### config.mk
export PLATFORM = sky130hd
export DESIGN_NAME = nand_master
export DESIGN_NICKNAME = d
export VERILOG_FILES = /design/src/nand_ctrl_pkg.sv /design/src/onfi_pkg.sv /design/src/command_sequencer.sv /design/src/io_unit.sv /design/src/latch_unit.sv /design/src/nand_master.sv /design/src/nand_pin_driver.sv
export SDC_FILE = /design/constraint.sdc
export NUM_CORES = 1
export LEC_CHECK = 0
export BUFFER_PORTS_ARGS = -buffer_cell sky130_fd_sc_hd__buf_4
export CELL_PAD_IN_SITES_DETAIL_PLACEMENT = 0
export CELL_PAD_IN_SITES_GLOBAL_PLACEMENT = 1
export CORE_MARGIN = 4
export CORE_UTILIZATION = 40
export CTS_BUF_LIST = sky130_fd_sc_hd__clkbuf_2 sky130_fd_sc_hd__clkbuf_4 sky130_fd_sc_hd__clkbuf_8
export DETAILED_ROUTE_END_ITERATION = 8
export GPL_TIMING_DRIVEN = 1
export PLACE_DENSITY = 0.69
export SKIP_CTS_REPAIR_TIMING = 1
export SLEW_MARGIN = 20
export SYNTH_ARGS = -nofsm -noshare
export SYNTH_HDL_FRONTEND = slang
export SYNTH_HIERARCHICAL = 1
export SYNTH_SLANG_ARGS = --single-unit
### constraint.sdc
create_clock -name clk -period 4.79 [get_ports clk]
set_clock_uncertainty 0.1 [all_clocks]
set_input_delay 0.2395 -clock clk [delete_from_list [all_inputs] [get_ports clk]]
set_output_delay 0.2395 -clock clk [all_outputs]
set_load 0.005 [all_outputs]
### src/nand_ctrl_pkg.sv
package nand_ctrl_pkg;

	// ----------------------------------------------------------------------
	// Host opcodes, sampled from cmd_in on activate
	// ----------------------------------------------------------------------
	typedef enum logic [5:0] {
		// Register-only opcodes
		OP_GET_STATUS       = 6'h00,
		OP_CHIP_ENABLE      = 6'h01,
		OP_CHIP_DISABLE     = 6'h02,
		OP_WRITE_PROTECT    = 6'h03,
		OP_WRITE_ENABLE     = 6'h04,
		OP_RESET_INDEX      = 6'h05,
		OP_GET_ADDR_BYTE    = 6'h06,
		OP_SET_ADDR_BYTE    = 6'h07,
		// Full NAND operations
		OP_NAND_RESET       = 6'h08,
		OP_NAND_READ_STATUS = 6'h09,
		OP_NAND_BLOCK_ERASE = 6'h0a,
		// Single raw bus cycles
		OP_BYPASS_CMD       = 6'h0b,
		OP_BYPASS_ADDR      = 6'h0c,
		OP_BYPASS_DATA_WR   = 6'h0d,
		OP_BYPASS_DATA_RD   = 6'h0e
	} host_op_e;

	// Address bytes held in the current address register
	localparam logic [2:0] ADDR_CYCLES = 3'd5;

	// Main FSM states
	typedef enum logic [4:0] {
		M_RESET,
		M_IDLE,
		M_WAIT,
		M_DELAY,
		M_NAND_RESET,
		M_NAND_READ_STATUS,
		M_NAND_BLOCK_ERASE,
		M_BYPASS_CMD,
		M_BYPASS_ADDR,
		M_BYPASS_DATA_WR,
		M_BYPASS_DATA_RD
	} main_state_e;

	// Steps inside one NAND operation
	typedef enum logic [3:0] {
		MS_BEGIN,
		MS_SUBMIT_CMD,
		MS_SUBMIT_ADDR,
		MS_SUBMIT_CMD1,
		MS_WRITE,
		MS_READ0,
		MS_READ1,
		MS_FINISH
	} sub_state_e;

	// Status register bits
	localparam logic [2:0] STAT_CE    = 3'd2;
	localparam logic [2:0] STAT_WP    = 3'd3;
	localparam logic [2:0] STAT_RANGE = 3'd4;

	// Chip disabled and write protected out of reset
	localparam logic [7:0] STATUS_RESET = 8'h08;

endpackage

### src/onfi_pkg.sv
package onfi_pkg;

	// ----------------------------------------------------------------------
	// NAND command bytes
	// ----------------------------------------------------------------------

	// Puts the target into its power-on state, R/B# drops while busy
	localparam logic [7:0] CMD_RESET         = 8'hff;
	// Status byte follows on the next data read cycle
	localparam logic [7:0] CMD_READ_STATUS   = 8'h70;
	// Block erase is setup byte, three row address bytes, confirm byte
	localparam logic [7:0] CMD_ERASE_SETUP   = 8'h60;
	localparam logic [7:0] CMD_ERASE_CONFIRM = 8'hd0;

	// ----------------------------------------------------------------------
	// Wait counts, in clock cycles
	// ----------------------------------------------------------------------

	// WE# high to R/B# low
	localparam logic [7:0] T_WB   = 8'd6;
	// WE# high to RE# low, used before the status read
	localparam logic [7:0] T_WHR  = 8'd4;
	// Ready to RE# low
	localparam logic [7:0] T_RR   = 8'd3;
	// Erase time, far below a real part so simulation stays short
	localparam logic [7:0] T_BERS = 8'd2;

	// ----------------------------------------------------------------------
	// Bus cycle shapes
	// ----------------------------------------------------------------------

	// Whole command or address latch cycle
	localparam logic [3:0] LATCH_CYCLES  = 4'd4;
	// WE# low part of a latch or data write cycle
	localparam logic [3:0] WE_LOW_CYCLES = 4'd2;
	// Whole data read or write cycle
	localparam logic [3:0] IO_CYCLES     = 4'd4;
	// RE# low part of a data read cycle
	localparam logic [3:0] RE_LOW_CYCLES = 4'd2;

	// Erase sends only the row address, which starts at address byte 2
	localparam logic [2:0] ERASE_ROW_FIRST = 3'd2;

endpackage
### src/command_sequencer.sv
`timescale 1ns/1ps

module command_sequencer
	import onfi_pkg::*;
	import nand_ctrl_pkg::*;
(
	input  logic       clk,
	input  logic       nreset,
	// Host side
	input  logic       activate,
	input  logic [5:0] cmd_in,
	input  logic [7:0] data_in,
	output logic [7:0] data_out,
	output logic       busy,
	// Chip control pins owned here
	output logic       nand_nce,
	output logic       nand_nwp,
	input  logic       nand_rnb,
	// Unit control
	output logic       cle_act,
	output logic       ale_act,
	output logic       wr_act,
	output logic       rd_act,
	output logic [7:0] cle_byte,
	output logic [7:0] ale_byte,
	output logic [7:0] wr_byte,
	input  logic [7:0] rd_byte,
	input  logic       cle_busy,
	input  logic       ale_busy,
	input  logic       wr_busy,
	input  logic       rd_busy
);

	main_state_e state;
	// State to resume after a wait or delay
	main_state_e next_state;
	sub_state_e  sub;
	logic [7:0]  delay;
	// Index register for address byte access
	logic [2:0]  idx;
	// Address byte being sent by erase
	logic [2:0]  addr_ptr;
	logic [7:0]  addr_reg [ADDR_CYCLES];
	logic [7:0]  status;
	// data_in captured with the opcode
	logic [7:0]  host_byte;
	logic        units_idle;

	assign units_idle = !(cle_busy || ale_busy || wr_busy || rd_busy);

	always_ff @(posedge clk) begin
		if (!nreset) begin
			state <= M_RESET;
			next_state <= M_IDLE;
			sub <= MS_BEGIN;
			delay <= '0;
			idx <= '0;
			addr_ptr <= '0;
			status <= STATUS_RESET;
			busy <= 1'b0;
			nand_nce <= 1'b1;
			nand_nwp <= 1'b0;
			cle_act <= 1'b0;
			ale_act <= 1'b0;
			wr_act <= 1'b0;
			rd_act <= 1'b0;
		end else begin
			// Unit activates are single-cycle pulses
			cle_act <= 1'b0;
			ale_act <= 1'b0;
			wr_act <= 1'b0;
			rd_act <= 1'b0;

			case (state)
				M_RESET: begin
					addr_reg <= '{default: '0};
					busy <= 1'b0;
					state <= M_IDLE;
				end

				// ----------------------------------------------------------------------
				// Command interpreter, register opcodes finish right here
				// ----------------------------------------------------------------------
				M_IDLE: begin
					busy <= 1'b0;
					sub <= MS_BEGIN;
					if (activate && !busy) begin
						busy <= 1'b1;
						host_byte <= data_in;
						case (host_op_e'(cmd_in))
							OP_GET_STATUS: data_out <= status;
							OP_CHIP_ENABLE: begin
								nand_nce <= 1'b0;
								status[STAT_CE] <= 1'b1;
							end
							OP_CHIP_DISABLE: begin
								nand_nce <= 1'b1;
								status[STAT_CE] <= 1'b0;
							end
							OP_WRITE_PROTECT: begin
								nand_nwp <= 1'b0;
								status[STAT_WP] <= 1'b1;
							end
							OP_WRITE_ENABLE: begin
								nand_nwp <= 1'b1;
								status[STAT_WP] <= 1'b0;
							end
							OP_RESET_INDEX: idx <= '0;
							OP_GET_ADDR_BYTE, OP_SET_ADDR_BYTE: begin
								// Out of range wraps the index and flags it
								if (idx < ADDR_CYCLES) begin
									if (cmd_in == OP_GET_ADDR_BYTE)
										data_out <= addr_reg[idx];
									else
										addr_reg[idx] <= data_in;
									idx <= idx + 3'd1;
									status[STAT_RANGE] <= 1'b0;
								end else begin
									if (cmd_in == OP_GET_ADDR_BYTE)
										data_out <= '0;
									idx <= '0;
									status[STAT_RANGE] <= 1'b1;
								end
							end
							OP_NAND_RESET: state <= M_NAND_RESET;
							OP_NAND_READ_STATUS: state <= M_NAND_READ_STATUS;
							OP_NAND_BLOCK_ERASE: state <= M_NAND_BLOCK_ERASE;
							OP_BYPASS_CMD: state <= M_BYPASS_CMD;
							OP_BYPASS_ADDR: state <= M_BYPASS_ADDR;
							OP_BYPASS_DATA_WR: state <= M_BYPASS_DATA_WR;
							OP_BYPASS_DATA_RD: state <= M_BYPASS_DATA_RD;
							default: ;
						endcase
					end
				end

				// ----------------------------------------------------------------------
				// NAND operations
				// ----------------------------------------------------------------------
				M_NAND_RESET: begin
					// FFh, then hold until R/B# comes back
					cle_byte <= CMD_RESET;
					cle_act <= 1'b1;
					delay <= T_WB;
					next_state <= M_IDLE;
					state <= M_WAIT;
				end

				M_NAND_READ_STATUS: begin
					case (sub)
						MS_BEGIN: begin
							cle_byte <= CMD_READ_STATUS;
							cle_act <= 1'b1;
							sub <= MS_SUBMIT_CMD;
							delay <= 8'd1;
							next_state <= M_NAND_READ_STATUS;
							state <= M_WAIT;
						end
						MS_SUBMIT_CMD: begin
							// tWHR before RE# may fall
							delay <= T_WHR;
							sub <= MS_READ0;
							next_state <= M_NAND_READ_STATUS;
							state <= M_DELAY;
						end
						MS_READ0: begin
							rd_act <= 1'b1;
							sub <= MS_READ1;
							delay <= 8'd1;
							next_state <= M_NAND_READ_STATUS;
							state <= M_WAIT;
						end
						default: begin
							// Byte lands in data_out one cycle before busy falls
							data_out <= rd_byte;
							state <= M_IDLE;
						end
					endcase
				end

				M_NAND_BLOCK_ERASE: begin
					next_state <= M_NAND_BLOCK_ERASE;
					case (sub)
						MS_BEGIN: begin
							cle_byte <= CMD_ERASE_SETUP;
							cle_act <= 1'b1;
							addr_ptr <= ERASE_ROW_FIRST;
							sub <= MS_SUBMIT_ADDR;
							delay <= 8'd1;
							state <= M_WAIT;
						end
						MS_SUBMIT_ADDR: begin
							// Row bytes only, one latch cycle each
							ale_byte <= addr_reg[addr_ptr];
							ale_act <= 1'b1;
							addr_ptr <= addr_ptr + 3'd1;
							if (addr_ptr == ADDR_CYCLES - 3'd1)
								sub <= MS_SUBMIT_CMD1;
							delay <= 8'd1;
							state <= M_WAIT;
						end
						MS_SUBMIT_CMD1: begin
							cle_byte <= CMD_ERASE_CONFIRM;
							cle_act <= 1'b1;
							sub <= MS_FINISH;
							// Give R/B# time to drop before it is polled
							delay <= T_WB;
							state <= M_DELAY;
						end
						default: begin
							delay <= T_BERS;
							next_state <= M_IDLE;
							state <= M_WAIT;
						end
					endcase
				end

				// ----------------------------------------------------------------------
				// Raw bus cycles
				// ----------------------------------------------------------------------
				M_BYPASS_CMD: begin
					cle_byte <= host_byte;
					cle_act <= 1'b1;
					delay <= 8'd1;
					next_state <= M_IDLE;
					state <= M_WAIT;
				end

				M_BYPASS_ADDR: begin
					ale_byte <= host_byte;
					ale_act <= 1'b1;
					delay <= 8'd1;
					next_state <= M_IDLE;
					state <= M_WAIT;
				end

				M_BYPASS_DATA_WR: begin
					if (sub == MS_BEGIN) begin
						wr_byte <= host_byte;
						sub <= MS_WRITE;
					end else begin
						wr_act <= 1'b1;
						delay <= 8'd1;
						next_state <= M_IDLE;
						state <= M_WAIT;
					end
				end

				M_BYPASS_DATA_RD: begin
					if (sub == MS_BEGIN) begin
						rd_act <= 1'b1;
						sub <= MS_READ1;
						delay <= T_RR;
						next_state <= M_BYPASS_DATA_RD;
						state <= M_WAIT;
					end else begin
						data_out <= rd_byte;
						state <= M_IDLE;
					end
				end

				// ----------------------------------------------------------------------
				// Waits
				// ----------------------------------------------------------------------
				// Delay first, then units idle and chip ready
				M_WAIT: begin
					if (delay != 8'd0)
						delay <= delay - 8'd1;
					else if (units_idle && nand_rnb)
						state <= next_state;
				end

				M_DELAY: begin
					if (delay != 8'd0)
						delay <= delay - 8'd1;
					else
						state <= next_state;
				end

				default: state <= M_RESET;
			endcase
		end
	end

endmodule

### src/io_unit.sv
`timescale 1ns/1ps

module io_unit
	import onfi_pkg::*;
#(
	parameter bit is_read = 1'b0
) (
	input  logic       clk,
	input  logic       nreset,
	input  logic       activate,
	input  logic [7:0] data_in,
	output logic       io_ctrl,
	output logic       busy,
	output logic [7:0] data_out
);

	// RE# or WE# low time, chosen by direction
	localparam logic [3:0] LOW_CYCLES = is_read ? RE_LOW_CYCLES : WE_LOW_CYCLES;

	logic [3:0] cnt;
	logic [7:0] byte_q;
	logic       strobe_rise;

	// Edge where the unit lets RE# or WE# go back high
	assign strobe_rise = busy && (cnt == LOW_CYCLES);

	assign data_out = byte_q;

	// ----------------------------------------------------------------------
	// Strobe shaping
	// ----------------------------------------------------------------------
	always_ff @(posedge clk) begin
		if (!nreset) begin
			cnt <= '0;
			busy <= 1'b0;
			io_ctrl <= 1'b1;
		end else if (!busy) begin
			if (activate) begin
				cnt <= 4'd1;
				busy <= 1'b1;
				io_ctrl <= 1'b0;
			end
		end else if (cnt == IO_CYCLES) begin
			cnt <= '0;
			busy <= 1'b0;
		end else begin
			cnt <= cnt + 4'd1;
			if (strobe_rise)
				io_ctrl <= 1'b1;
		end
	end

	// ----------------------------------------------------------------------
	// Data
	// ----------------------------------------------------------------------
	// Writer takes the byte at the start of the cycle
	// Reader samples the bus as RE# rises, the chip drives it while RE# is low
	always_ff @(posedge clk) begin
		if (is_read) begin
			if (strobe_rise)
				byte_q <= data_in;
		end else if (activate && !busy) begin
			byte_q <= data_in;
		end
	end

endmodule

### src/latch_unit.sv
`timescale 1ns/1ps

module latch_unit
	import onfi_pkg::*;
#(
	parameter bit is_address = 1'b0
) (
	input  logic       clk,
	input  logic       nreset,
	input  logic       activate,
	input  logic [7:0] data_in,
	output logic       latch_ctrl,
	output logic       write_enable,
	output logic       busy,
	output logic [7:0] data_out
);

	// Position inside the latch cycle, 1 on the first busy cycle
	logic [3:0] cnt;
	// Byte on the bus for this cycle
	logic [7:0] byte_q;

	assign data_out = byte_q;

	// ----------------------------------------------------------------------
	// Cycle shaping
	// ----------------------------------------------------------------------
	always_ff @(posedge clk) begin
		if (!nreset) begin
			cnt <= '0;
			busy <= 1'b0;
			latch_ctrl <= 1'b0;
			write_enable <= 1'b1;
		end else if (!busy) begin
			// Start on the cycle after activate
			if (activate) begin
				cnt <= 4'd1;
				busy <= 1'b1;
				latch_ctrl <= 1'b1;
				write_enable <= 1'b0;
			end
		end else if (cnt == LATCH_CYCLES) begin
			// Cycle over, CLE or ALE drops with busy
			cnt <= '0;
			busy <= 1'b0;
			latch_ctrl <= 1'b0;
		end else begin
			cnt <= cnt + 4'd1;
			// Rising WE# latches the byte in the chip
			if (cnt == WE_LOW_CYCLES)
				write_enable <= 1'b1;
		end
	end

	// Byte register, held for the whole cycle
	always_ff @(posedge clk) begin
		if (activate && !busy)
			byte_q <= data_in;
		else if (busy && cnt == LATCH_CYCLES && !is_address)
			byte_q <= '0; // command latch does not keep a stale opcode
	end

endmodule

### src/nand_master.sv
`timescale 1ns/1ps

module nand_master (
	input  logic       clk,
	input  logic       nreset,
	// Host port
	input  logic       activate,
	input  logic [5:0] cmd_in,
	input  logic [7:0] data_in,
	output logic [7:0] data_out,
	output logic       busy,
	// NAND pins
	output logic       nand_cle,
	output logic       nand_ale,
	output logic       nand_nwe,
	output logic       nand_nre,
	output logic       nand_nce,
	output logic       nand_nwp,
	input  logic       nand_rnb,
	output logic [7:0] nand_dq_out,
	output logic       nand_dq_oe,
	input  logic [7:0] nand_dq_in
);

	// Command latch
	logic       cle_act, cle_latch_ctrl, cle_write_enable, cle_busy;
	logic [7:0] cle_byte, cle_data;
	// Address latch
	logic       ale_act, ale_latch_ctrl, ale_write_enable, ale_busy;
	logic [7:0] ale_byte, ale_data;
	// Data write and read
	logic       wr_act, wr_write_enable, wr_busy;
	logic [7:0] wr_byte, wr_data;
	logic       rd_act, rd_ctrl, rd_busy;
	logic [7:0] rd_byte;

	command_sequencer i_command_sequencer (
		.clk, .nreset, .activate, .cmd_in, .data_in, .data_out, .busy,
		.nand_nce, .nand_nwp, .nand_rnb,
		.cle_act, .ale_act, .wr_act, .rd_act,
		.cle_byte, .ale_byte, .wr_byte, .rd_byte,
		.cle_busy, .ale_busy, .wr_busy, .rd_busy
	);

	latch_unit #(.is_address(1'b0)) i_cmd_latch (
		.clk, .nreset, .activate(cle_act), .data_in(cle_byte),
		.latch_ctrl(cle_latch_ctrl), .write_enable(cle_write_enable),
		.busy(cle_busy), .data_out(cle_data)
	);

	latch_unit #(.is_address(1'b1)) i_addr_latch (
		.clk, .nreset, .activate(ale_act), .data_in(ale_byte),
		.latch_ctrl(ale_latch_ctrl), .write_enable(ale_write_enable),
		.busy(ale_busy), .data_out(ale_data)
	);

	io_unit #(.is_read(1'b0)) i_io_wr (
		.clk, .nreset, .activate(wr_act), .data_in(wr_byte),
		.io_ctrl(wr_write_enable), .busy(wr_busy), .data_out(wr_data)
	);

	// Reader samples the pin bus directly
	io_unit #(.is_read(1'b1)) i_io_rd (
		.clk, .nreset, .activate(rd_act), .data_in(nand_dq_in),
		.io_ctrl(rd_ctrl), .busy(rd_busy), .data_out(rd_byte)
	);

	nand_pin_driver i_nand_pin_driver (
		.clk, .nreset,
		.cle_latch_ctrl, .cle_write_enable, .cle_busy, .cle_data,
		.ale_latch_ctrl, .ale_write_enable, .ale_busy, .ale_data,
		.wr_write_enable, .wr_busy, .wr_data, .rd_ctrl,
		.nand_cle, .nand_ale, .nand_nwe, .nand_nre, .nand_dq_out, .nand_dq_oe
	);

endmodule

### src/nand_pin_driver.sv
`timescale 1ns/1ps

module nand_pin_driver (
	input  logic       clk,
	input  logic       nreset,
	input  logic       cle_latch_ctrl,
	input  logic       cle_write_enable,
	input  logic       cle_busy,
	input  logic [7:0] cle_data,
	input  logic       ale_latch_ctrl,
	input  logic       ale_write_enable,
	input  logic       ale_busy,
	input  logic [7:0] ale_data,
	input  logic       wr_write_enable,
	input  logic       wr_busy,
	input  logic [7:0] wr_data,
	input  logic       rd_ctrl,
	output logic       nand_cle,
	output logic       nand_ale,
	output logic       nand_nwe,
	output logic       nand_nre,
	output logic [7:0] nand_dq_out,
	output logic       nand_dq_oe
);

	// All pins one cycle behind the units, glitch free
	always_ff @(posedge clk) begin
		if (!nreset) begin
			nand_cle <= 1'b0;
			nand_ale <= 1'b0;
			nand_nwe <= 1'b1;
			nand_nre <= 1'b1;
			nand_dq_out <= '0;
			nand_dq_oe <= 1'b0;
		end else begin
			nand_cle <= cle_latch_ctrl;
			nand_ale <= ale_latch_ctrl;
			// Any unit pulling WE# low wins
			nand_nwe <= cle_write_enable & ale_write_enable & wr_write_enable;
			nand_nre <= rd_ctrl;
			// Bus byte, command over address over data
			if (cle_busy)
				nand_dq_out <= cle_data;
			else if (ale_busy)
				nand_dq_out <= ale_data;
			else if (wr_busy)
				nand_dq_out <= wr_data;
			else
				nand_dq_out <= '0;
			// Controller owns the bus during any write-side cycle
			nand_dq_oe <= cle_busy | ale_busy | wr_busy;
		end
	end

endmodule

==> qor.csv <==
stage,metric,value,unit
job,max_cap_viol_count,0,
die,dieArea,25400,um2
synthesis,yosysSeqAreaShare,52.8,%
power_and_ir_drop,power_density,399,nW/um2
sta,maxSlewHeadroom,35.2,%
die,die_w,159,um
route,dr.pass1.iters,5,
synthesis,syn_inst,838,
cells_and_area,n_antenna_cell,0,
route,drt_iter0_markers,418,
sta,finalSetupViolCount,0,
sta,fin_crit,3.28,ns
setup_path,startpoint_type,flip-flop,
route,wirelength,21.2,mm
route,viasPerCell,5.39,
die,die_h,159,um
setup_path,path_max_fanout,21,
synthesis,synth.largest_area_cell,edfxtp_1,
grt,grt_antenna_before_repair,0,
placed_design,dp.final_hpwl,14.8,mm
clocking,cts_tree,done,
clocking,cts_root_buf,clkbuf_8,
power_and_ir_drop,total_power,4.12,mW
clocking,clkLatencyLatePin,0.47,ns
placed_design,port_buffers,49,
power_and_ir_drop,vdd_drop_max,0.205,mV
grt,grt_overflow,0,
placed_design,post-place-ws,1.51,ns
synthesis,synth-seq-cells,186,
setup_path,worstSetupEndpointType,flip-flop,
sta,min_period_over_period,68.5,%
route,route.met3.wl,698,um
clocking,cts_inserted_buffers,17,
route,vias,6370,
sta,fmax,0.305,GHz
grt,grt_max_degree,46,
synthesis,synthFlopType,edfxtp_1,
cells_and_area,fin_area,10300,um2
cells_and_area,layout_commonest_cell,edfxtp_1,
synthesis,synthTopCellsByArea,"edfxtp_1 37%, dfxtp_1 16%, mux2i_1 5.5%",
clocking,cts_buffer_depth,2,
setup_path,required,4.84,ns
clocking,clkTransAtPathRegs,0.10,ns
setup_path,path_class,reg2reg,
route,final_antenna_net_count,0,
outcome,status,"finished, final reports clean",
synthesis,async_flop_share,0,%
die,io_pins,50,
placed_design,gp_congestion,0.781,
die,start_util,40.6,%
route,wl_met2,9.98,mm
sta,rsz0062_at_grt,no,
synthesis,avgSynthCellArea,10.9,um2
grt,grt_pass1_wl,34.1,mm
clocking,h-tree-depth,4,
cells_and_area,area_delta_synth_final,12.7,%
synthesis,syn-num-nets,881,
die,core,22600,um2
sta,fin_ws,1.51,ns
placed_design,dp.cells,1132,
synthesis,synth_cell_types,74,
cells_and_area,largest_reg_flops,40,
setup_path,cp.arrival,3.33,ns
worst_hold_path,min_path_type,in2reg,
sta,fin_tns_setup,0,ns
synthesis,synth_edf_count,112,
sta,final_hold_viol_count,0,
power_and_ir_drop,leakagePower,3.63,nW
cells_and_area,drive_gt1_share,16.3,%
route,top_layer_used,met4,
sta,holdWs,0.0852,ns
sta,tightest_slew,0.966,ns
sta,drv_slew,0,
grt,grt_pass1_vias,6097,
clocking,numClockSinks,186,
cells_and_area,final_core_util,45.8,%
cells_and_area,final_cells,1182,
route,wl_met1,10.1,mm
synthesis,synth_top_area_share,36.7,%
die,num_rows,55,
route,remaining_drc_errors,0,
placed_design,place_area,9730,um2
cells_and_area,nNetsFinal,927,
synthesis,yosysWarnings,6,
synthesis,syn_area,9170,um2
grt,grtUsageTotal,16.7,%
route,wl_per_cell,17.9,um
cells_and_area,final_cell_mix,"112 x edfxtp_1, 85 x nor2_1, 74 x dfxtp_1",
## path summary, 6_finish.rpt
check,from,to,slack [ns],cells past startpoint
worst min-delay path,cmd_in[2],i_command_sequencer/status[2]$_SDFFE_PN0P_,0.09,3
worst max register to register,i_command_sequencer/idx[1]$_SDFFE_PN0P_,i_command_sequencer/addr_reg[5]$_SDFFCE_PN0P_,1.51,6
worst max-delay path,i_command_sequencer/idx[1]$_SDFFE_PN0P_,i_command_sequencer/addr_reg[5]$_SDFFCE_PN0P_,1.51,6
worst min register to register,i_command_sequencer/ale_byte[6]$_DFFE_PP_,i_addr_latch/data_out[6]$_DFFE_PP_,0.32,0
## area by class of cell
type / instances / area (um2)
Fill cell: 2139 / 12200
Sequential cell: 186 / 4840
Multi-Input combinational cell: 566 / 3970
Timing Repair Buffer: 77 / 623
Tap cell: 285 / 357
Clock buffer: 18 / 241
Clock inverter: 14 / 165
Inverter: 36 / 135
## synth_stat cells (5+ instances only)
| cell | instances |
|---|---|
| and2_1 | 17 |
| clkbuf_1 | 29 |
| o22ai_1 | 9 |
| mux2i_1 | 50 |
| inv_1 | 33 |
| a211oi_1 | 5 |
| nand2b_1 | 16 |
| nand3b_1 | 13 |
| buf_2 | 10 |
| nor3b_1 | 10 |
| nor3_1 | 18 |
| buf_6 | 5 |
| a22oi_1 | 19 |
| a221oi_2 | 8 |
| o21ai_0 | 38 |
| a31oi_1 | 12 |
| ha_1 | 17 |
| edfxtp_1 | 112 |
| a21o_1 | 5 |
| a21oi_2 | 8 |
| and4bb_2 | 7 |
| nand3_1 | 17 |
| nand4b_1 | 5 |
| nor2_1 | 85 |
| a21oi_1 | 45 |
| nor2b_1 | 20 |
| mux4_2 | 10 |
| dfxtp_1 | 74 |
| nand2_1 | 53 |
## where the power goes
part	internal [mW]	switching (mW)	total, mW
Combinational	0.373	0.543	0.917
Sequential	1.94	0.179	2.12
Clock	0.482	0.600	1.08
Total	2.80	1.32	4.12
## routing by layer
layer | global-route usage, % | vias to the layer above
li1 | - | 3190
met1 | 23.2 | 3060
met2 | 26.5 | 97
met3 | 3.00 | 23
met4 | 5.40 | 0
met5 | 0 | -
## kinds of logic after synthesis
kind of cell | Yosys count | synth area share (%)
AO/OA/AOI/OAI | 185 | 13.9
XOR/XNOR | 2 | 0.191
adder cells (fa/ha/maj) | 17 | 2.32
buffers and inverters | 86 | 4.23
flip-flops | 186 | 52.8
multiplexers | 63 | 8.28
AND/OR/NAND/NOR | 299 | 18.2
## critical path, cell delays in order, from the launching register on
cell and delay [ns]:
dfxtp_1 0.57, nor2_1 0.58, nor2b_1 0.17, nor2_1 0.34, nand3_1 0.19, a21oi_4 0.58
buf_4 0.41
Note: power is estimated with default switching activity, not from simulation.
